--- config.mk ---
export PLATFORM = sky130hd
export DESIGN_NAME = mixOutPort
export DESIGN_NICKNAME = d
export VERILOG_FILES = /design/src/verilog/mixIsaPkg.sv /design/src/verilog/mixOutPort.sv
export VERILOG_INCLUDE_DIRS = /design/src /design/src/include
export SDC_FILE = /design/constraint.sdc
export NUM_CORES = 1
export LEC_CHECK = 0
export BUFFER_PORTS_ARGS = -buffer_cell sky130_fd_sc_hd__buf_2
export CORE_MARGIN = 2
export CORE_UTILIZATION = 41
export CTS_CLUSTER_DIAMETER = 30
export CTS_CLUSTER_SIZE = 30
export DETAILED_ROUTE_END_ITERATION = 10
export GPL_TIMING_DRIVEN = 0
export PLACE_DENSITY = 0.84
export REMOVE_ABC_BUFFERS = 1
export SLEW_MARGIN = 20
export SYNTH_ARGS = -nofsm -noshare
export SYNTH_HDL_FRONTEND = slang
export SYNTH_SLANG_ARGS = --single-unit
--- constraint.sdc ---
create_clock -name clk -period 2.2 [get_ports clk]
set_input_delay 0.11 -clock clk [delete_from_list [all_inputs] [get_ports clk]]
set_output_delay 0.11 -clock clk [all_outputs]
set_load 0.005 [all_outputs]
--- src/include/mix_params.svh ---
//--------------------------------------------------------------------
// sizes shared by the MIX core and its testbench
// include wherever memory depth, address width or credits are needed
//--------------------------------------------------------------------
`ifndef MIX_PARAMS_SVH
`define MIX_PARAMS_SVH

// memory words, address bits and output credits
`define MIX_MEM_WORDS 4000
`define MIX_ADDR_BITS 12
`define MIX_OUT_CREDITS 4

`endif
--- src/verilog/mixIsaPkg.sv ---
//--------------------------------------------------------------------
// MIX instruction set types: word layout, opcodes and field specs
//--------------------------------------------------------------------
package mixIsaPkg;

	// F = 8L + R
	typedef struct packed {
		logic [2:0] l;
		logic [2:0] r;
	} fieldSpec_t;

	typedef struct packed {
		logic sign;
		logic [11:0] addr;
		logic [2:0] unused;
		logic [2:0] index;
		fieldSpec_t field;
		logic [5:0] opcode;
	} mixInstr_t;

	// byte 1 is the most significant
	typedef struct packed {
		logic sign;
		logic [1:5][5:0] bytes;
	} mixData_t;

	typedef union packed {
		mixInstr_t instr;
		mixData_t data;
	} mixWord_u;

	// single opcodes and the bases of the 8-wide groups
	typedef enum logic [5:0] {
		OP_NOP = 6'd0,
		OP_ADD = 6'd1,
		OP_SUB = 6'd2,
		OP_SPECIAL = 6'd5,
		OP_LD = 6'd8,
		OP_LDN = 6'd16,
		OP_ST = 6'd24,
		OP_STJ = 6'd32,
		OP_STZ = 6'd33,
		OP_OUT = 6'd37,
		OP_JMP = 6'd39,
		OP_JREG = 6'd40,
		OP_ADDR = 6'd48,
		OP_CMP = 6'd56
	} opcode_e;

	// field of opcode 5 that halts
	localparam logic [5:0] FIELD_HLT = 6'd2;

endpackage

--- src/verilog/mixOutPort.sv ---
//--------------------------------------------------------------------
// OUT channel: presents one word per send to the sink and tracks
// the credits that the sink returns
//--------------------------------------------------------------------
`include "mix_params.svh"

module mixOutPort (
	input logic clk,
	input logic reset,
	input logic outStart,
	input mixIsaPkg::mixWord_u outData,
	output logic outReady,
	output logic outValid,
	output mixIsaPkg::mixWord_u outWord,
	input logic outCredit
);

	localparam int creditBits = $clog2(`MIX_OUT_CREDITS + 1);
	localparam logic [creditBits-1:0] maxCredits = creditBits'(`MIX_OUT_CREDITS);

	logic [creditBits-1:0] credits;
	logic send;

	assign outReady = credits != '0;
	assign send = outStart && outReady;

	always_ff @(posedge clk) begin
		if (reset) begin
			credits <= maxCredits;
			outValid <= 1'b0;
		end else begin
			outValid <= send;
			// a send and a returned credit in one cycle cancel out
			case ({send, outCredit})
				2'b10: credits <= credits - 1'b1;
				2'b01: credits <= credits + 1'b1;
				default: credits <= credits;
			endcase
		end
	end

	always_ff @(posedge clk) begin
		if (send)
			outWord <= outData;
	end

	// sink must not return more credits than words it received
	creditLimit: assert property (@(posedge clk) disable iff (reset) credits <= maxCredits);
	creditReturn: assert property (@(posedge clk) disable iff (reset)
		outCredit |-> credits != maxCredits);

endmodule

==> impl_results.md <==
- Status: complete, no violations
- Clock buffer depth: 2
- HPWL after DPL: 1650 um
- FF+latch area: 0.00101 mm2
- Global-route wire length before repair: 3990 um
- Reg-to-Reg End: credits[2]
- CTS Sinks: 35
- RSZ-0062 raised after global routing: false
- Worst slew pin tran: 0.618 ns
- Crit path from: credits[2]
- Number of max-cap violations: 0
- Sw power: 387 uW
- Fin. Hold Viols: 0
- Fillers: 169
- Crit share post-route: 95.8%
- Clock power frac: 20.0%
- Slew Viols, Final: 0
- Crit path largest cell delay: 0.40 ns
- Final nets: 193
- Total power: 1.52 mW
- DR DRC count: 0
- Ys Warns: 0
- Worst r2r src: credits[2]
- Yosys top cell by area: edfxtp_1
- Most instantiated library cell after synthesis: edfxtp_1
- Share of layout cells above drive strength 1: 51.9%
- Starting Density: 44.3%
- Worst setup path endpoint: credits[2]
- Cell-internal power: 1.14 mW
- Hold WC Path Type: primary input to flip-flop
- TritonCTS buffer count: 5
- Max Clock Skew: 0.00417 ns
- Ys flop type: edfxtp_1
- CTS tree: yes
- Flop-to-flop setup slack: 0.09 ns
- Final worst slack: 0.0927 ns
- Critical Path AT: 2.32 ns
- Via count: 830
- Wire per inst: 14.3 um
- Pwr per Cell Area: 803 mW/mm2
- Final weighted congestion in routability-driven placement: 0.669
- F_max: 475 MHz
- Port Buffers: 67
- Critical Path RT: 2.41 ns
- Core Area: 0.00252 mm2
- Finished Cell Area: 0.00190 mm2
- Synth cell count leaders: edfxtp_1, dfxtp_1, nor2_1
- Post-synthesis sequential area ratio: 90.4%
- Vias in the first global route: 849
- Slew headroom: 58.7%
- Std cell rows: 18
- Starting DRT DRC Count: 34
- Syn Inst Count: 50
- Post-CTS Setup Inserts: 0
- Number of I/O pins: 68
- Placed instance area: 0.00149 mm2
- Routed vias/inst: 4.46
- Area Overhead vs Synth: 69.5%
- Comb power frac: 21.5%
- Root Driver: clkbuf_4
- Reg clk slew, reported paths: 0.09 ns
- Nature of the critical path endpoint: flip-flop
- Grt total ovfl: 0
- Net Sw Frac: 25.4%
- Pre-CTS setup slack: -0.0392 ns
- Crit path max fanout: 3
- Synth area leaders: edfxtp_1, dfxtp_1, fa_1
- Worst setup path class: flip-flop to flip-flop
- Ys async rst share: 0%
- # H-tree levels: 2
- Final setup viols: 0
- Routed Antenna Nets: 0
- #FFs+latches synth: 35
- Ant diodes: 0
- CP startpoint kind: flip-flop
- Die Height: 56.2 um
- Largest net degree at the start of global routing: 32
- Seq pwr share: 58.5%
- Number of flops mapped to enable cells by yosys: 31
- Routed wire length: 2660 um
- Synth cell types: 13
- Area of the multi-input gates: 135 um2
- Synth top area share: 83.2%
- Peak supply drop: 577 uV
- Initial antenna violation count: 0
- Avg Inst Size Synth: 22.4 um2
- First drt pass iteration count: 4
- Worst-Skew Late Latency: 0.33 ns
- Gr usage total: 17.5%
- Minimum clock period: 2.11 ns
- Leakage: 0.818 nW
- Die W: 56.2 um
- Die area: 0.00316 mm2
- Max stage delay cell, worst path: or3_4
- Critical Path, Cell by Cell: or3_4, nand2_4, ha_4, inv_1, fa_2, xor2_2, o21ai_1, or3b_1
- R2R cell count: 8
- Netlist Area Pre-Place: 0.00112 mm2
-- cells in the final DEF, fill, tap and decap left out, drive strengths merged, types with 2 or more instances in the layout --
cell         synthesis  layout
buf                  0      67
dlygate4sd3          0      32
edfxtp              31      31
clkbuf               0       5
dfxtp                4       4
nor2                 3       3
inv                  2       2
xor2                 2       2
clkinv               0       2
-- registers in the layout, summed over array words and instances, names as in the netlist --
register  cells
outWord      31
credits       3
outValid      1
-- worst min path at each step --
stage / startpoint / end / cells past startpoint
after floorplan: reset / credits[0] / 1
after global placement: outData[0] / outWord[0] / 1
after detailed placement: outData[11] / outWord[11] / 1
after CTS: outStart / outValid / 3
after global routing: outStart / outValid / 3
final: outStart / outValid / 3
-- worst max-delay path: cells and delay by family (launching register included) --
family,cells,cell delay (ns)
adders and majority gates,2,0.48
AOI/OAI and AO/OA,1,0.10
and+or+nand+nor,3,0.85
xor gates and xnor gates,1,0.16
buffers and inverters,1,0.05
DFF,1,0.34
-- metrics by stage --
step                      util [%]  cells  hold WS (ns)  TNS, ns
after floorplan                  -     50         0.182        0
after global placement        59.1    147         0.287        0
after detailed placement      59.1    147         0.288  -0.0392
after CTS                     74.5    186        0.0172        0
after global routing          75.1    186        0.0388        0
final                         75.1    186        0.0500        0
-- area by class of cell --
cell class,count,share of cell area [%]
flip-flops and latches,35,53.5
repair buffers,99,34.6
multi-input cells,13,7.13
clock buffers,5,1.98
well taps,30,1.98
clock inverters,2,0.462
inverters,2,0.396
-- cell families after synthesis --
kind of cell             share of synthesized area (%)
adder cells (fa/ha/maj)                           2.91
flip-flops                                        90.4
XOR/XNOR                                          1.57
AO/OA/AOI/OAI                                    0.447
multiplexers                                     0.895
buffers and inverters                            0.671
AND/OR/NAND/NOR                                   3.13
-- layer usage --
layer	vias to the layer above	GRT usage (%)	wire length (um)
met1	377	18.9	1020
met5	-	0	0
li1	397	-	-
met2	53	30.9	1330
met4	0	5.10	28
met3	3	7.44	278
-- timing repair --
action / in CTS / in global routing
endpoints found under the hold margin: 34 / 0
resized for setup: 6 / 3
pin swaps: 0 / 0
hold buffers: 32 / 0
endpoints found under the setup margin: 1 / 1
-- power groups by stage --
stage | Combinational, mW | Sequential (mW) | Clock (mW)
6_report | 0.327 | 0.891 | 0.305
3_3_place_gp | 0.237 | 0.895 | 0
3_5_place_dp | 0.248 | 0.901 | 0
2_1_floorplan | 0.104 | 0.907 | 0
5_1_grt | 0.359 | 0.901 | 0.353
4_1_cts | 0.313 | 0.889 | 0.316
No activity file was read; power rests on OpenSTA's default activity.
