## config.mk

```make
export PLATFORM = sky130hd
export DESIGN_NAME = mixArith
export DESIGN_NICKNAME = d
export VERILOG_FILES = /design/src/include/mix_params.svh /design/src/verilog/mixIsaPkg.sv /design/src/verilog/mixArith.sv
export SDC_FILE = /design/constraint.sdc
export NUM_CORES = 1
export LEC_CHECK = 0
export ABC_AREA = 0
export ABC_CLOCK_PERIOD_IN_PS = 4600
export BUFFER_PORTS_ARGS = -buffer_cell sky130_fd_sc_hd__clkbuf_2
export CORE_UTILIZATION = 30
export DETAILED_ROUTE_END_ITERATION = 10
export PLACE_DENSITY_LB_ADDON = 0.1
export SLEW_MARGIN = 10
export SYNTH_ARGS = -nofsm -noshare
export SYNTH_HDL_FRONTEND = slang
export SYNTH_SLANG_ARGS = --single-unit
export TNS_END_PERCENT = 50
```

## constraint.sdc

```tcl
create_clock -name vclk -period 4.6
set_clock_uncertainty 0.05 [all_clocks]
set_input_delay 0.46 -clock vclk [all_inputs]
set_output_delay 0.46 -clock vclk [all_outputs]
set_load 0.02 [all_outputs]
```

## src/include/mix_params.svh

```systemverilog
//--------------------------------------------------------------------
// sizes shared by the MIX core and its testbench
// include wherever memory depth, address width or credits are needed
//--------------------------------------------------------------------
`ifndef MIX_PARAMS_SVH
`define MIX_PARAMS_SVH

// memory words, address bits and output credits
`define MIX_MEM_WORDS 4000
`define MIX_ADDR_BITS 12
`define MIX_OUT_CREDITS 4

`endif
```

## src/verilog/mixIsaPkg.sv

```systemverilog
//--------------------------------------------------------------------
// MIX instruction set types: word layout, opcodes and field specs
//--------------------------------------------------------------------
package mixIsaPkg;

	// F = 8L + R
	typedef struct packed {
		logic [2:0] l;
		logic [2:0] r;
	} fieldSpec_t;

	typedef struct packed {
		logic sign;
		logic [11:0] addr;
		logic [2:0] unused;
		logic [2:0] index;
		fieldSpec_t field;
		logic [5:0] opcode;
	} mixInstr_t;

	// byte 1 is the most significant
	typedef struct packed {
		logic sign;
		logic [1:5][5:0] bytes;
	} mixData_t;

	typedef union packed {
		mixInstr_t instr;
		mixData_t data;
	} mixWord_u;

	// single opcodes and the bases of the 8-wide groups
	typedef enum logic [5:0] {
		OP_NOP = 6'd0,
		OP_ADD = 6'd1,
		OP_SUB = 6'd2,
		OP_SPECIAL = 6'd5,
		OP_LD = 6'd8,
		OP_LDN = 6'd16,
		OP_ST = 6'd24,
		OP_STJ = 6'd32,
		OP_STZ = 6'd33,
		OP_OUT = 6'd37,
		OP_JMP = 6'd39,
		OP_JREG = 6'd40,
		OP_ADDR = 6'd48,
		OP_CMP = 6'd56
	} opcode_e;

	// field of opcode 5 that halts
	localparam logic [5:0] FIELD_HLT = 6'd2;

endpackage

```

## src/verilog/mixArith.sv

```systemverilog
//--------------------------------------------------------------------
// sign-magnitude adder/subtracter with overflow, and the signed
// three-way compare used by CMPr
//--------------------------------------------------------------------
module mixArith (
	input mixIsaPkg::mixWord_u a,
	input mixIsaPkg::mixWord_u b,
	input logic subtract,
	output mixIsaPkg::mixWord_u sum,
	output logic overflow,
	output logic less,
	output logic equal,
	output logic greater
);

	logic bSign;
	logic [30:0] magSum;
	logic aBigger;
	logic signed [31:0] aValue;
	logic signed [31:0] bValue;

	// -0 maps onto 0 here
	function automatic logic signed [31:0] toSigned(input logic [30:0] w);
		logic signed [31:0] mag;
		mag = $signed({2'b00, w[29:0]});
		toSigned = w[30] ? -mag : mag;
	endfunction

	assign bSign = b.data.sign ^ subtract;
	assign magSum = {1'b0, a[29:0]} + {1'b0, b[29:0]};
	assign aBigger = a[29:0] >= b[29:0];

	always_comb begin
		overflow = 1'b0;
		if (a.data.sign == bSign) begin
			sum = {a.data.sign, magSum[29:0]};
			overflow = magSum[30];
		end else if (aBigger) begin
			// a zero difference lands here and keeps the sign of a
			sum = {a.data.sign, a[29:0] - b[29:0]};
		end else begin
			sum = {bSign, b[29:0] - a[29:0]};
		end
	end

	assign aValue = toSigned(a);
	assign bValue = toSigned(b);

	assign less = aValue < bValue;
	assign equal = aValue == bValue;
	assign greater = aValue > bValue;

endmodule

```

==> impl_metrics.csv <==
group,metric,value,unit
placement,dpl_cell_area,8330,µm²
yosys,syn_area_per_cell,6.78,µm²
final_layout,clkbuf_count,0,
critical_path,crit_type,"in2out",
yosys,synth_top_area_cell,"ha_1",
floorplanning,core-area,22600,µm²
route,m1WireLength,14200,µm
pwr,p_leak,3.98,nW
placement,hpwl,24100,µm
floorplanning,die_h,153,µm
job,maxCapViolations,0,
global_routing,grt_pass1_wl,45000,µm
critical_path,cp_data_required_time,4.09,ns
floorplanning,fp.dieArea,23500,µm²
route,drt_iter0_markers,598,
yosys,yosysWarnings,0,
sta,setup_violations,2,
yosys,synth_top_area_share,22.2,%
sta,timing.slew.headroom,29.5,%
yosys,syn_inst,1013,
sta,final-max-slew-violation-count,0,
sta,rsz0062_at_grt,"yes",
sta,hold_viol,0,
min_path,worstHoldPathType,"in2out",
final_layout,antennaDiodeCount,0,
final_layout,multiInputGateArea,6420,µm²
sta,timing.hold.ws,1.42,ns
yosys,syn-num-nets,1201,
final_layout,register_area,0,µm²
critical_path,worstPathMaxFanout,2,
outcome,status,"complete, but fails checks",
pwr,peakVddDrop,0.000128,V
route,routed_via_density,5.54,
final_layout,stdcell_count,1451,
global_routing,grt_usage,24.0,%
route,finalWirelength,28700,µm
floorplanning,initial_core_util,30.4,%
placement,port_buffers,98,
critical_path,startpoint_type,"primary input",
sta,fin_crit_sh,104,%
floorplanning,num_rows,55,
critical_path,crit_path_end_kind,"output port",
yosys,synth_cell_types,78,
yosys,synthTopCellsByArea,"ha_1 (22%), xnor2_1 (10%), a21oi_1 (6.7%), inv_1 (5.1%), nor2_1 (5.1%)",
floorplanning,dieWidth,153,µm
placement,placed_cells,1450,
route,vias,8039,
global_routing,grt_max_degree,36,
sta,max_freq,0.208,GHz
outcome,violations,"setup timing",
global_routing,globalRoute.totalOverflow,0,
yosys,synth_seq_area_share,0,%
route,wl_per_cell,19.8,µm
pwr,total_power,1.39,mW
pwr,power_density,166,nW/µm²
route,postRouteAntennaNets,0,
route,drt-pass1-iter-count,5,
final_layout,nets,1356,
final_layout,design_area,8380,µm²
sta,worstMarginPinSlew,1.05,ns
min_path,min-delay-start,"b[29]",
final_layout,seq_cells,0,
placement,gp_congestion,0.930,
floorplanning,io_pins,98,
global_routing,grt_pass1_vias,7828,
sta,final.min_clock_period,4.80,ns
placement,post-place-ws,-0.319,ns
route,drc,0,
sta,setup_slack,-0.199,ns
final_layout,area_growth,22.0,%
final_layout,fill_cells,2500,
route,met2_length,12100,µm
critical_path,cp-startpoint,"b[2]",
final_layout,final_layout_size_suffix_gt1_share,19.6,%
route,highest_layer,"met4",
critical_path,cp_data_arrival_time,4.29,ns
global_routing,antenna_found_initial,0,
yosys,syn-cell-area,6870,µm²
route,dr_wl_met3,1570,µm
clock_tree,cts_hold_buf,0,
-- cell usage in the layout, fill, tap and decap left out, types with 4 or more instances in the layout --
master     Yosys  routed
inv_1         94      94
a221oi_1       7       6
nand2_1       75      75
o31a_1         5       5
clkbuf_2       0      96
o2111ai_1      4       4
nand3_1       15      14
nor4_1         6       5
o41ai_1       14      13
xor2_1         7       6
xnor2_1       80      79
o21ai_1        6       7
o211ai_1      13      13
a21oi_1       92      92
ha_1         122     122
a31oi_1       13      13
nor3_1        16      16
or3_4          4       4
or3_1          7       7
a2111oi_0      4       4
a21boi_0       4       4
o21a_1         6       6
o21bai_1      15      15
a311oi_1       4       4
o2bb2ai_1      4       4
nand4_1       21      21
a21o_1        37      37
a211oi_1      13      13
nor3b_1        4       4
nand2b_1      11      11
o21ai_0       68      67
buf_4          0      94
a211o_1        4       4
o31ai_1       23      22
nor2_1        93      93
mux2i_1        7       6
and3_1         5       5
nor2b_1       18      18
-- worst max-delay path, stage by stage --
cell and delay [ns]:
clkbuf_2 0.11, nor4_4 0.34, nand3_2 0.15, or4_4 0.47
or3_4 0.35, or3_4 0.37, o31ai_4 0.20, xnor2_1 0.14
ha_1 0.26, a21o_1 0.18, a21o_1 0.16, a21o_1 0.16
a21o_1 0.16, a21o_1 0.17, a21oi_1 0.13, nand2_1 0.09
mux2i_4 0.16, nor2_1 0.06, buf_2 0.15
-- kinds of logic (layout without fill, tap and decap cells) --
family,count (synthesis),after routing,synth area share (%)
AO/OA/AOI/OAI,361,361,35.4
XOR/XNOR,87,87,11.1
adder cells (fa/ha/maj),125,125,23.1
buffers and inverters,135,288,7.65
multiplexers,8,8,1.18
AND/OR/NAND/NOR,297,297,21.6
-- metrics by stage --
step | util (%) | setup TNS, ns
finish | 37.1 | -0.349
global route | 37.1 | -0.644
CTS | 37.0 | -0.378
detailed placement | 36.9 | -0.615
global placement | 36.9 | -0.600
floorplan | - | 0
-- layout make-up --
| cell class | instances | area share [%] |
|---|---|---|
| repair buffers | 194 | 14.9 |
| multi-input cells | 878 | 76.6 |
| well taps | 285 | 4.25 |
| inverters | 94 | 4.21 |
-- final timing paths --
kind	endpoint	slack, ns	cells past startpoint
hold / removal	overflow	1.42	4
setup / recovery	greater	-0.20	19
-- power breakdown --
group / leakage (nW) / internal [mW] / switching (mW) / total (mW)
clock network: 0 / 0 / 0 / 0
registers: 0 / 0 / 0 / 0
logic: 3.98 / 0.527 / 0.867 / 1.39
-- cells in the mapped netlist, drive strengths merged, types with 3 or more instances --
cell type / number
a21o: 37
nand2b: 11
a311oi: 4
nor2b: 18
nand2: 76
o2bb2ai: 4
or3: 11
nor3: 17
o21bai: 15
nor4: 9
a221oi: 7
a21oi: 92
inv: 94
fa: 3
nand3: 16
nor2: 94
a2111oi: 5
o41ai: 16
o211ai: 14
and3: 5
nand4: 21
a211o: 4
a31oi: 13
or2: 3
buf: 12
xor2: 7
clkbuf: 29
o21ai: 75
a21boi: 4
xnor2: 80
o31ai: 25
o21a: 6
or4: 4
o31a: 5
a211oi: 13
o2111ai: 4
mux2i: 7
nor3b: 4
ha: 122
-- timing repair --
| action | CTS | global route |
|---|---|---|
| setup endpoints to repair | 2 | 6 |
| resized for setup | 5 | 6 |
| buffers inserted | 0 | 1 |
| pin swaps | 2 | 4 |
-- metal layers --
| layer | track usage (%) | vias up |
|---|---|---|
| li1 | - | 3986 |
| met1 | 36.1 | 3729 |
| met2 | 37.9 | 300 |
| met3 | 0.539 | 24 |
| met4 | 5.05 | 0 |
| met5 | 0 | - |
Note: power is estimated with default switching activity, not from simulation.
