==> src/include/mix_params.svh <==
//--------------------------------------------------------------------
// sizes shared by the MIX core and its testbench
// include wherever memory depth, address width or credits are needed
//--------------------------------------------------------------------
`ifndef MIX_PARAMS_SVH
`define MIX_PARAMS_SVH

// memory words, address bits and output credits
`define MIX_MEM_WORDS 4000
`define MIX_ADDR_BITS 12
`define MIX_OUT_CREDITS 4

`endif
==> src/verilog/mixIsaPkg.sv <==
//--------------------------------------------------------------------
// MIX instruction set types: word layout, opcodes and field specs
//--------------------------------------------------------------------
package mixIsaPkg;

	// F = 8L + R
	typedef struct packed {
		logic [2:0] l;
		logic [2:0] r;
	} fieldSpec_t;

	typedef struct packed {
		logic sign;
		logic [11:0] addr;
		logic [2:0] unused;
		logic [2:0] index;
		fieldSpec_t field;
		logic [5:0] opcode;
	} mixInstr_t;

	// byte 1 is the most significant
	typedef struct packed {
		logic sign;
		logic [1:5][5:0] bytes;
	} mixData_t;

	typedef union packed {
		mixInstr_t instr;
		mixData_t data;
	} mixWord_u;

	// single opcodes and the bases of the 8-wide groups
	typedef enum logic [5:0] {
		OP_NOP = 6'd0,
		OP_ADD = 6'd1,
		OP_SUB = 6'd2,
		OP_SPECIAL = 6'd5,
		OP_LD = 6'd8,
		OP_LDN = 6'd16,
		OP_ST = 6'd24,
		OP_STJ = 6'd32,
		OP_STZ = 6'd33,
		OP_OUT = 6'd37,
		OP_JMP = 6'd39,
		OP_JREG = 6'd40,
		OP_ADDR = 6'd48,
		OP_CMP = 6'd56
	} opcode_e;

	// field of opcode 5 that halts
	localparam logic [5:0] FIELD_HLT = 6'd2;

endpackage

==> src/verilog/mixFieldUnit.sv <==
//--------------------------------------------------------------------
// (L:R) field logic of MIX: extracts a field for loads and operands,
// and merges a register into a field for stores
//--------------------------------------------------------------------
module mixFieldUnit (
	input mixIsaPkg::mixWord_u word,
	input mixIsaPkg::fieldSpec_t field,
	input mixIsaPkg::mixWord_u regValue,
	output mixIsaPkg::mixWord_u extracted,
	output mixIsaPkg::mixWord_u merged
);

	logic [2:0] firstByte;
	logic validField;

	// byte range starts at 1 even when the sign is included
	assign firstByte = (field.l == 3'd0) ? 3'd1 : field.l;
	assign validField = (field.r <= 3'd5) && (field.l <= field.r);

	always_comb begin
		extracted = '0;
		merged = word;
		if (field.l == 3'd0) begin
			extracted.data.sign = word.data.sign;
			merged.data.sign = regValue.data.sign;
		end
		for (int i = 1; i <= 5; i++) begin
			if (validField && i >= firstByte && i <= field.r) begin
				// byte R lands in byte 5, the others to its left
				extracted.data.bytes[5 - field.r + i] = word.data.bytes[i];
				merged.data.bytes[i] = regValue.data.bytes[5 - field.r + i];
			end
		end
	end

endmodule

==> config.mk <==
export PLATFORM = sky130hd
export DESIGN_NAME = mixFieldUnit
export DESIGN_NICKNAME = d
export VERILOG_FILES = /design/src/include/mix_params.svh /design/src/verilog/mixIsaPkg.sv /design/src/verilog/mixFieldUnit.sv
export SDC_FILE = /design/constraint.sdc
export NUM_CORES = 1
export LEC_CHECK = 0
export ABC_AREA = 1
export ABC_CLOCK_PERIOD_IN_PS = 5000
export BUFFER_PORTS_ARGS = -buffer_cell sky130_fd_sc_hd__buf_4
export CAP_MARGIN = 15
export CORE_ASPECT_RATIO = 2
export CORE_MARGIN = 3
export CORE_UTILIZATION = 54
export DETAILED_ROUTE_END_ITERATION = 10
export PLACE_DENSITY = 0.89
export SLEW_MARGIN = 20
export SYNTH_ARGS = -nofsm -noshare
export SYNTH_HDL_FRONTEND = slang
export SYNTH_SLANG_ARGS = --single-unit
==> constraint.sdc <==
create_clock -name vclk -period 5
set_input_delay 0.75 -clock vclk [all_inputs]
set_output_delay 0.75 -clock vclk [all_outputs]
set_load 0.005 [all_outputs]
==> impl_metrics.csv <==
group,metric,value,unit
floorplan,start_util,55.8,%
critical_path,worst-path-max-fanout,20,
logic_synthesis,synth-simple-area-share,55.2,%
finish,design.final.nets,967,
critical_path,slowest_stage,"sky130_fd_sc_hd__nor3_1",
critical_path,critPathRequiredTime,4.25,ns
logic_synthesis,synthesis.nets,862,
finish,mostFrequentLayoutCell,"sky130_fd_sc_hd__nand2_1",
critical_path,critical_path.cell_chain,"buf_4 > inv_2 > ha_1 > inv_1 > nor2_1 > a21oi_1 > ha_1 > nand2_1 > nor3_1 > nand2_2 > nor2_8 > nand3_2 > nand3_1 > nand2_1 > a21oi_1 > buf_4",
run,max-cap-violations,0,
finish,post_route_cells_drive_above_1_share,19.9,%
global_routing,global_route.usage.met3,3.27,%
finish,antenna_cells,0,
global_routing,grtUsageTotal,40.9,%
route,detail_route.drc_violations,0,
floorplan,core_footprint,6670,um^2
sta,period_utilization_post_route,92.3,%
floorplan,die-area,7990,um^2
pwr,power_frac_comb,100.0,%
logic_synthesis,syn_avg_cell_area,4.83,um^2
sta,relSlewSlack,42.0,%
route,wl,16900,um
pwr,power_leakage,2.50,nW
logic_synthesis,yosys.area.top_type,"sky130_fd_sc_hd__nand2_1",
sta,final-setup-viol-count,0,
finish,final_cell_mix,"sky130_fd_sc_hd__nand2_1, sky130_fd_sc_hd__buf_4, sky130_fd_sc_hd__nand3_1, sky130_fd_sc_hd__inv_1, sky130_fd_sc_hd__nor2_1",
global_routing,grt.overflow.total,0,
floorplan,io-pin-count,130,
global_routing,grt.met2_usage,75.9,%
route,post_drt_via_cell_ratio,5.90,
place,dp_hpwl,13800,um
route,num_vias,5673,
critical_path,cp.arrival,3.86,ns
sta,rsz0062_at_grt,"false",
status,outcome,"finished, final reports clean",
floorplan,fp.dieH,123,um
global_routing,global_route_wire_length_before_repair,25500,um
pwr,power.net_switching,272,uW
clocking,post_cts_resized,0,
finish,sequential_cell_total,0,
route,final_antenna_net_count,0,
logic_synthesis,post-synth-top-area-fraction,23.5,%
logic_synthesis,synth_xor_xnor_area_share,0.874,%
clocking,postCtsSetupRepairBufs,0,
critical_path,timing.critical_path.slowest_cell_delay,0.50,ns
pwr,swShare,64.0,%
floorplan,placementRows,42,
hold_path,min_path_type,"primary input to output port",
pwr,clockPowerShare,0,%
logic_synthesis,synth-adder-area-share,7.73,%
critical_path,worstSetupPathType,"primary input to output port",
clocking,cts_hold_buffers,0,
critical_path,critical_path.endpoint_type,"output port",
finish,n_fill_cell,668,
finish,layout.area.seq,0,um^2
logic_synthesis,yosysWarningCount,0,
finish,n_clock_buffer,0,
global_routing,grt_max_degree,50,
sta,report.final.hold_viol_count,0,
logic_synthesis,cells_after_synthesis,771,
pwr,pwr_density_cell,90.8,nW/um^2
place,quantity_of_i_o_buffers_inserted_on_ports,130,
global_routing,antenna_found_initial,0,
sta,finalMaxSlewViolations,0,
finish,areaGrowthSynthToFinish,25.8,%
logic_synthesis,dominant_combinational_cell_family_by_area_after_synthesis,"simple AND/OR/NAND/NOR gates",
place,finalWeightedCongestion,1.17,
sta,time_the_worst_path_needs_with_i_o_delays_and_setup,4.61,ns
pwr,vdd_ir_drop_max,68.4,uV
floorplan,floorplan.die.width,64.7,um
route,drt_first_pass_iters,6,
route,drtIter0Drc,673,
sta,fin_tns_setup,0,ns
global_routing,gr-max-usage-layer,"met2",
pwr,internal_power,153,uW
logic_synthesis,synth.cell_area,3720,um^2
pwr,seq_power_share,0,%
logic_synthesis,yosysSeqAreaShare,0,%
logic_synthesis,synth_compound_gate_area_share,21.5,%
critical_path,crit_path_start_kind,"primary input",
hold_path,worstHoldPathCells,4,
sta,timing.fmax,217,MHz
sta,holdWs,1.82,ns
route,route.detailed.wl_per_inst,17.5,um
sta,tightest_slew,0.866,ns
logic_synthesis,netlist-cell-type-count,34,
global_routing,number_of_global_route_vias_before_repair,5061,
logic_synthesis,post_synth_main_area_contributors,"sky130_fd_sc_hd__nand2_1, sky130_fd_sc_hd__nand3_1, sky130_fd_sc_hd__o21ai_0",
global_routing,use_met1,42.2,%
logic_synthesis,synth.area.mux_share,0.538,%
==> synthesized netlist by cell type (2+ instances only) <==
| cell type | number |
|---|---|
| sky130_fd_sc_hd__clkinv_1 | 2 |
| sky130_fd_sc_hd__nand2_1 | 233 |
| sky130_fd_sc_hd__inv_1 | 86 |
| sky130_fd_sc_hd__o211ai_1 | 8 |
| sky130_fd_sc_hd__nand4_1 | 7 |
| sky130_fd_sc_hd__o21ai_1 | 8 |
| sky130_fd_sc_hd__nor2_4 | 6 |
| sky130_fd_sc_hd__mux2i_1 | 2 |
| sky130_fd_sc_hd__buf_6 | 2 |
| sky130_fd_sc_hd__nor3_2 | 2 |
| sky130_fd_sc_hd__buf_4 | 2 |
| sky130_fd_sc_hd__a22oi_1 | 4 |
| sky130_fd_sc_hd__nand3_2 | 3 |
| sky130_fd_sc_hd__o21ai_0 | 79 |
| sky130_fd_sc_hd__buf_2 | 18 |
| sky130_fd_sc_hd__nor3_1 | 8 |
| sky130_fd_sc_hd__nor2_1 | 86 |
| sky130_fd_sc_hd__a21oi_1 | 48 |
| sky130_fd_sc_hd__inv_2 | 8 |
| sky130_fd_sc_hd__ha_1 | 23 |
| sky130_fd_sc_hd__nor2_2 | 3 |
| sky130_fd_sc_hd__clkbuf_1 | 10 |
| sky130_fd_sc_hd__nand2_2 | 8 |
| sky130_fd_sc_hd__xnor2_2 | 2 |
| sky130_fd_sc_hd__nand3_1 | 104 |
==> power groups by stage <==
| stage | Combinational, mW | Sequential [mW] | Clock, mW |
|---|---|---|---|
| 6_report | 0.426 | 0 | 0 |
| 5_1_grt | 0.460 | 0 | 0 |
| 4_1_cts | 0.414 | 0 | 0 |
| 3_5_place_dp | 0.413 | 0 | 0 |
| 3_3_place_gp | 0.405 | 0 | 0 |
| 2_1_floorplan | 0.232 | 0 | 0 |
==> final timing paths <==
check	slack (ns)	startpoint	endpoint
setup / recovery	0.39	field[1]	extracted[0]
hold / removal	1.82	word[30]	extracted[30]
==> cell families after synthesis <==
kind of cell,count (synthesis)
adders and majority gates,23
AOI/OAI and AO/OA,151
muxes,2
xor gates and xnor gates,2
buffers and inverters,129
and+or+nand+nor,464
==> stage by stage <==
stage	utilization [%]	cell area [um^2]	setup WS, ns	total power, mW	instances
final	70.2	4690	0.386	0.426	962
after floorplan	-	3720	0.947	0.232	771
after global routing	70.2	4690	0.0971	0.460	962
after detailed placement	70.2	4690	0.462	0.413	962
after CTS	70.2	4690	0.455	0.414	962
after global placement	70.2	4690	0.576	0.405	962
==> worst max-delay path: cells and delay by family <==
family	cells	cell delay [ns]
AO/OA/AOI/OAI	2	0.31
buffers and inverters	4	0.69
adder cells (fa/ha/maj)	2	0.64
AND/OR/NAND/NOR	8	1.47
==> layer usage <==
metal | routed length, um | vias up
li1 | - | 2722
met1 | 5480 | 2452
met2 | 8590 | 380
met3 | 1200 | 119
met4 | 1570 | 0
met5 | 0 | -
==> cell type report <==
cell class / instances / area (um^2) / area share [%]
Multi-Input combinational cell: 642 / 3190 / 68.2
Tap cell: 88 / 110 / 2.35
Timing Repair Buffer: 136 / 1020 / 21.8
Inverter: 96 / 360 / 7.69
(Power assumes the default switching activity.)
