<file path="config.mk">
export PLATFORM = sky130hd
export DESIGN_NAME = mixRegisterFile
export DESIGN_NICKNAME = d
export VERILOG_FILES = /design/src/verilog/mixCorePkg.sv /design/src/verilog/mixIsaPkg.sv /design/src/verilog/mixRegisterFile.sv
export VERILOG_INCLUDE_DIRS = /design/src /design/src/include
export SDC_FILE = /design/constraint.sdc
export NUM_CORES = 1
export LEC_CHECK = 0
export BUFFER_PORTS_ARGS = -buffer_cell sky130_fd_sc_hd__buf_2
export CORE_ASPECT_RATIO = 0.9
export CORE_MARGIN = 2
export CORE_UTILIZATION = 50
export DETAILED_ROUTE_END_ITERATION = 8
export HOLD_SLACK_MARGIN = 0.08
export PLACE_DENSITY_LB_ADDON = 0.15
export SETUP_SLACK_MARGIN = 0.1
export SLEW_MARGIN = 20
export SYNTH_ARGS = -nofsm -noshare
export SYNTH_HDL_FRONTEND = slang
export SYNTH_SLANG_ARGS = --single-unit
</file>
<file path="constraint.sdc">
create_clock -name clk -period 6.89 [get_ports clk]
set_clock_uncertainty 0.15 [all_clocks]
set_input_delay 0.689 -clock clk [delete_from_list [all_inputs] [get_ports clk]]
set_output_delay 0.689 -clock clk [all_outputs]
set_load 0.02 [all_outputs]
</file>
<file path="src/include/mix_params.svh">
//--------------------------------------------------------------------
// sizes shared by the MIX core and its testbench
// include wherever memory depth, address width or credits are needed
//--------------------------------------------------------------------
`ifndef MIX_PARAMS_SVH
`define MIX_PARAMS_SVH

// memory words, address bits and output credits
`define MIX_MEM_WORDS 4000
`define MIX_ADDR_BITS 12
`define MIX_OUT_CREDITS 4

`endif
</file>
<file path="src/verilog/mixCorePkg.sv">
//--------------------------------------------------------------------
// types private to this MIX core: register selector and sequencer
//--------------------------------------------------------------------
package mixCorePkg;

	// matches the low three opcode bits
	typedef enum logic [2:0] {
		REG_A = 3'd0,
		REG_I1 = 3'd1,
		REG_I2 = 3'd2,
		REG_I3 = 3'd3,
		REG_I4 = 3'd4,
		REG_I5 = 3'd5,
		REG_I6 = 3'd6,
		REG_X = 3'd7
	} regSel_e;

	typedef enum logic [2:0] {
		IDLE,
		FETCH,
		DECODE,
		EXECUTE,
		HALTED
	} cpuState_e;

endpackage

</file>
<file path="src/verilog/mixIsaPkg.sv">
//--------------------------------------------------------------------
// MIX instruction set types: word layout, opcodes and field specs
//--------------------------------------------------------------------
package mixIsaPkg;

	// F = 8L + R
	typedef struct packed {
		logic [2:0] l;
		logic [2:0] r;
	} fieldSpec_t;

	typedef struct packed {
		logic sign;
		logic [11:0] addr;
		logic [2:0] unused;
		logic [2:0] index;
		fieldSpec_t field;
		logic [5:0] opcode;
	} mixInstr_t;

	// byte 1 is the most significant
	typedef struct packed {
		logic sign;
		logic [1:5][5:0] bytes;
	} mixData_t;

	typedef union packed {
		mixInstr_t instr;
		mixData_t data;
	} mixWord_u;

	// single opcodes and the bases of the 8-wide groups
	typedef enum logic [5:0] {
		OP_NOP = 6'd0,
		OP_ADD = 6'd1,
		OP_SUB = 6'd2,
		OP_SPECIAL = 6'd5,
		OP_LD = 6'd8,
		OP_LDN = 6'd16,
		OP_ST = 6'd24,
		OP_STJ = 6'd32,
		OP_STZ = 6'd33,
		OP_OUT = 6'd37,
		OP_JMP = 6'd39,
		OP_JREG = 6'd40,
		OP_ADDR = 6'd48,
		OP_CMP = 6'd56
	} opcode_e;

	// field of opcode 5 that halts
	localparam logic [5:0] FIELD_HLT = 6'd2;

endpackage

</file>
<file path="src/verilog/mixRegisterFile.sv">
//--------------------------------------------------------------------
// MIX registers A, X, I1-I6 and J with one read port, one write port
// and the indexed effective address of the current instruction
//--------------------------------------------------------------------
`include "mix_params.svh"

module mixRegisterFile (
	input logic clk,
	input logic reset,
	input mixCorePkg::regSel_e readSel,
	output mixIsaPkg::mixWord_u readValue,
	input mixCorePkg::regSel_e writeSel,
	input logic writeEnable,
	input mixIsaPkg::mixWord_u writeValue,
	input logic jWrite,
	input logic [`MIX_ADDR_BITS-1:0] jValue,
	output logic [`MIX_ADDR_BITS-1:0] jValueOut,
	input logic [2:0] indexSel,
	input logic [`MIX_ADDR_BITS:0] addrField,
	output logic [`MIX_ADDR_BITS-1:0] effAddr
);
	import mixCorePkg::*;

	localparam int padBits = 30 - `MIX_ADDR_BITS;

	logic [30:0] regA;
	logic [30:0] regX;
	logic [`MIX_ADDR_BITS:0] regI [1:6];
	logic [`MIX_ADDR_BITS-1:0] regJ;
	logic [`MIX_ADDR_BITS:0] indexValue;

	// sign-magnitude to two's complement, modulo the address range
	function automatic logic [`MIX_ADDR_BITS-1:0] toTwos(input logic [`MIX_ADDR_BITS:0] sm);
		toTwos = sm[`MIX_ADDR_BITS] ? ~sm[`MIX_ADDR_BITS-1:0] + 1'b1 : sm[`MIX_ADDR_BITS-1:0];
	endfunction

	always_comb begin
		case (readSel)
			REG_A: readValue = regA;
			REG_X: readValue = regX;
			default: readValue = {regI[readSel][`MIX_ADDR_BITS], {padBits{1'b0}},
				regI[readSel][`MIX_ADDR_BITS-1:0]};
		endcase
	end

	always_ff @(posedge clk) begin
		if (reset) begin
			regA <= '0;
			regX <= '0;
			regJ <= '0;
			for (int i = 1; i <= 6; i++)
				regI[i] <= '0;
		end else begin
			if (writeEnable) begin
				case (writeSel)
					REG_A: regA <= writeValue;
					REG_X: regX <= writeValue;
					// index registers keep the sign and 12 bits
					default: regI[writeSel] <= {writeValue[30], writeValue[`MIX_ADDR_BITS-1:0]};
				endcase
			end
			if (jWrite)
				regJ <= jValue;
		end
	end

	// index 0 and 7 mean no indexing
	always_comb begin
		if (indexSel inside {[3'd1:3'd6]})
			indexValue = regI[indexSel];
		else
			indexValue = '0;
	end

	assign effAddr = toTwos(addrField) + toTwos(indexValue);
	assign jValueOut = regJ;

endmodule

</file>
==> metrics.yaml <==
holdCritPathClass: "reg2reg"
tritoncts: "yes"
cts_setup_buffers: 0
num_rows: 45
postLayoutCoreUtil: 0.598
clock-root-buffer: "clkbuf_16"
synth_flop_cell: "edfxtp_1"
drt-pass1-iter-count: 5
die_w_microns: 143
power_density_mw_per_mm2: 259
max_slew_margin: 0.371
grt-ovfl-total: 0
io_buffers: 123
hold_depth: 2
hold_start: "regA[8]"
cp_cell_sequence: "buf_2, nor2b_1, a32o_1, o21ai_1, ha_1, nand2_1, mux2i_1, ha_1, a211oi_1, o21bai_1, nor3_1, o31ai_1, o41ai_1, xnor3_1, buf_2"
path_clk_slew_ps: 70
coreArea_sq_mm: 0.0170
worstReg2RegStart: "regA[20]"
critPathSlowestCell: "buf_2"
yosysSeqAreaShare: 0.489
hold_viol: 0
gp_congestion: 0.878
clock_latency_ps: 430
tns_ps: 0
antenna_found_initial: 0
timing.rr.end: "regA[20]"
dieArea_sq_mm: 0.0186
hpwl_microns: 14400
syn_avg_cell_area_sq_um: 10.7
drtAntennaViolNets: 0
async_reset_ff_frac: 0
tritoncts.num_buffers: 17
insertedDiodeCount: 0
rsz0062_at_grt: "no"
drt_wl_total_microns: 22100
vias: 6576
critical_path_class: "in2out"
maxCapViolCount: 0
grt_max_degree: 83
reg2reg_slack_ps: 6070
first_global_vias: 6460
cp_data_arrival_time_ps: 4900
grt_pass1_wl_microns: 34800
layout-drive-gt1-share: 0.243
track_usage: 0.249
initial_core_util: 0.514
viasPerCell: 5.56
status: "finished clean"
crit_path_max_fanout: 44
critPathMaxStageDelay_ps: 700
die_h_microns: 129
synth_edf_count: 93
worst_pin_slew_ps: 943
min_period_over_period: 0.833
wl_per_cell_microns: 18.7
ir_worst_vdd_uv: 189
ys_seq_elements: 167
syn_area_sq_mm: 0.00874
drc: 0
critPathLaunchType: "input pin"
io-pin-count: 124
p_leak_nw: 3.98
max_freq_mhz: 174
cts_resized: 0
synth_cell_types: 62
nets: 1017
cts_buffer_depth: 2
yosysTopAreaCell: "edfxtp_1"
whs_endpoint: "regA[8]"
critPathRequiredTime_ps: 6050
setup_viol: 0
drt_iter0_drc: 450
hold_buffers: 0
syn_inst: 818
finalCriticalPeriod_ps: 5740
syn2layout_area_growth_pct: 16.3
ff2ff_path_depth: 2
slew_violations: 0
synth_top_area_share: 0.320
htree_num_levels: 4
clkSinkCount: 167
nFillCells: 1513
yosys-top-cells-area: "edfxtp_1 32%, dfxtp_1 17%, mux4_2 8.5%"
yosysWarnings: 0
cp-end-kind: "output port"
==> synthesized netlist by cell type, types with 6 or more instances <==
master    count
a21o_1        6
a21oi_1      71
a22o_1       21
a31oi_1       7
and2_1       82
clkbuf_1     39
dfxtp_1      74
edfxtp_1     93
ha_1         13
inv_1        12
mux2_2       12
mux2i_1      30
mux4_2       33
nand2_1     147
nor2_1       27
nor2b_1       9
nor3_1        9
o21ai_0      13
o31ai_1       6
or2_2         6
xnor2_1      19
xor2_1        9
==> final cells by class <==
| type | count | area (sq um) | area share |
|---|---|---|---|
| multi-input cells | 600 | 4250 | 0.419 |
| flip-flops and latches | 167 | 4270 | 0.421 |
| inverters | 12 | 45.0 | 0.00443 |
| clock inverters | 15 | 158 | 0.0155 |
| clock buffers | 17 | 425 | 0.0419 |
| well taps | 235 | 294 | 0.0289 |
| repair buffers | 136 | 713 | 0.0702 |
==> per-layer routing <==
metal / wire (microns) / up-vias / GRT usage / part of all wire
met5: 0 / - / 0 / 0
met4: 396 / 0 / 0.0819 / 0.018
met3: 1400 / 30 / 0.0466 / 0.064
met2: 10400 / 225 / 0.400 / 0.47
met1: 9900 / 3151 / 0.346 / 0.45
li1: - / 3170 / - / -
==> per-stage QoR <==
stage	area, sq um	total power (W)	instances	hold slack [ps]	worst slack (ps)
global route	10200	0.00275	1182	323	719
floorplan	8790	0.00154	832	283	2120
CTS	10200	0.00265	1182	306	1140
finish	10200	0.00263	1182	304	1150
detailed placement	9580	0.00172	1150	296	1180
global placement	9580	0.00171	1150	292	1300
==> cell usage in the layout, fill, tap and decap left out, drive strengths merged, types with 9 or more instances in the layout <==
cell / instances
buf: 136
mux4: 33
mux2i: 30
nor2: 27
mux2: 12
ha: 13
xnor2: 19
nand2: 147
a21oi: 71
o21ai: 16
edfxtp: 93
dfxtp: 74
nor2b: 9
inv: 22
nor3: 9
and2: 82
clkbuf: 17
conb: 15
a22o: 21
xor2: 9
==> logic make-up after synthesis <==
logic type,Yosys count,share of synthesized area
muxes,75,0.135
buffers and inverters,65,0.0316
adders and majority gates,14,0.0209
and+or+nand+nor,303,0.168
AOI/OAI and AO/OA,164,0.124
other,1,0.000429
DFF,167,0.489
xor gates and xnor gates,29,0.0306
==> worst max path at each step <==
stage,start,to,slack (ps),depth (start not counted)
final,indexSel[0],effAddr[11],1150,15
after global routing,indexSel[0],effAddr[11],720,15
after global placement,indexSel[0],effAddr[11],1300,15
after floorplan,indexSel[0],effAddr[10],2120,16
after CTS,indexSel[0],effAddr[11],1140,15
after detailed placement,indexSel[0],effAddr[11],1180,15
==> worst max-delay path, delay by kind of cell <==
family | cells | cell delay, ps
simple gates | 3 | 730
compound gates | 6 | 1150
buf+inv | 2 | 870
xor+xnor | 1 | 460
fa+ha+maj | 2 | 660
mux | 1 | 300
==> state kept, by name (all words and copies together), names as in the netlist <==
register	count
jValueOut	12
regA	31
regI	93
regX	31
==> power by group <==
| group | leakage, nW | switching (W) | internal [W] |
|---|---|---|---|
| Clock | 0.289 | 0.000452 | 0.000485 |
| Combinational | 2.19 | 0.000339 | 0.000230 |
| Sequential | 1.49 | 0.0000269 | 0.00110 |
| Total | 3.98 | 0.000818 | 0.00182 |
Power figures use the tool's default switching activity.
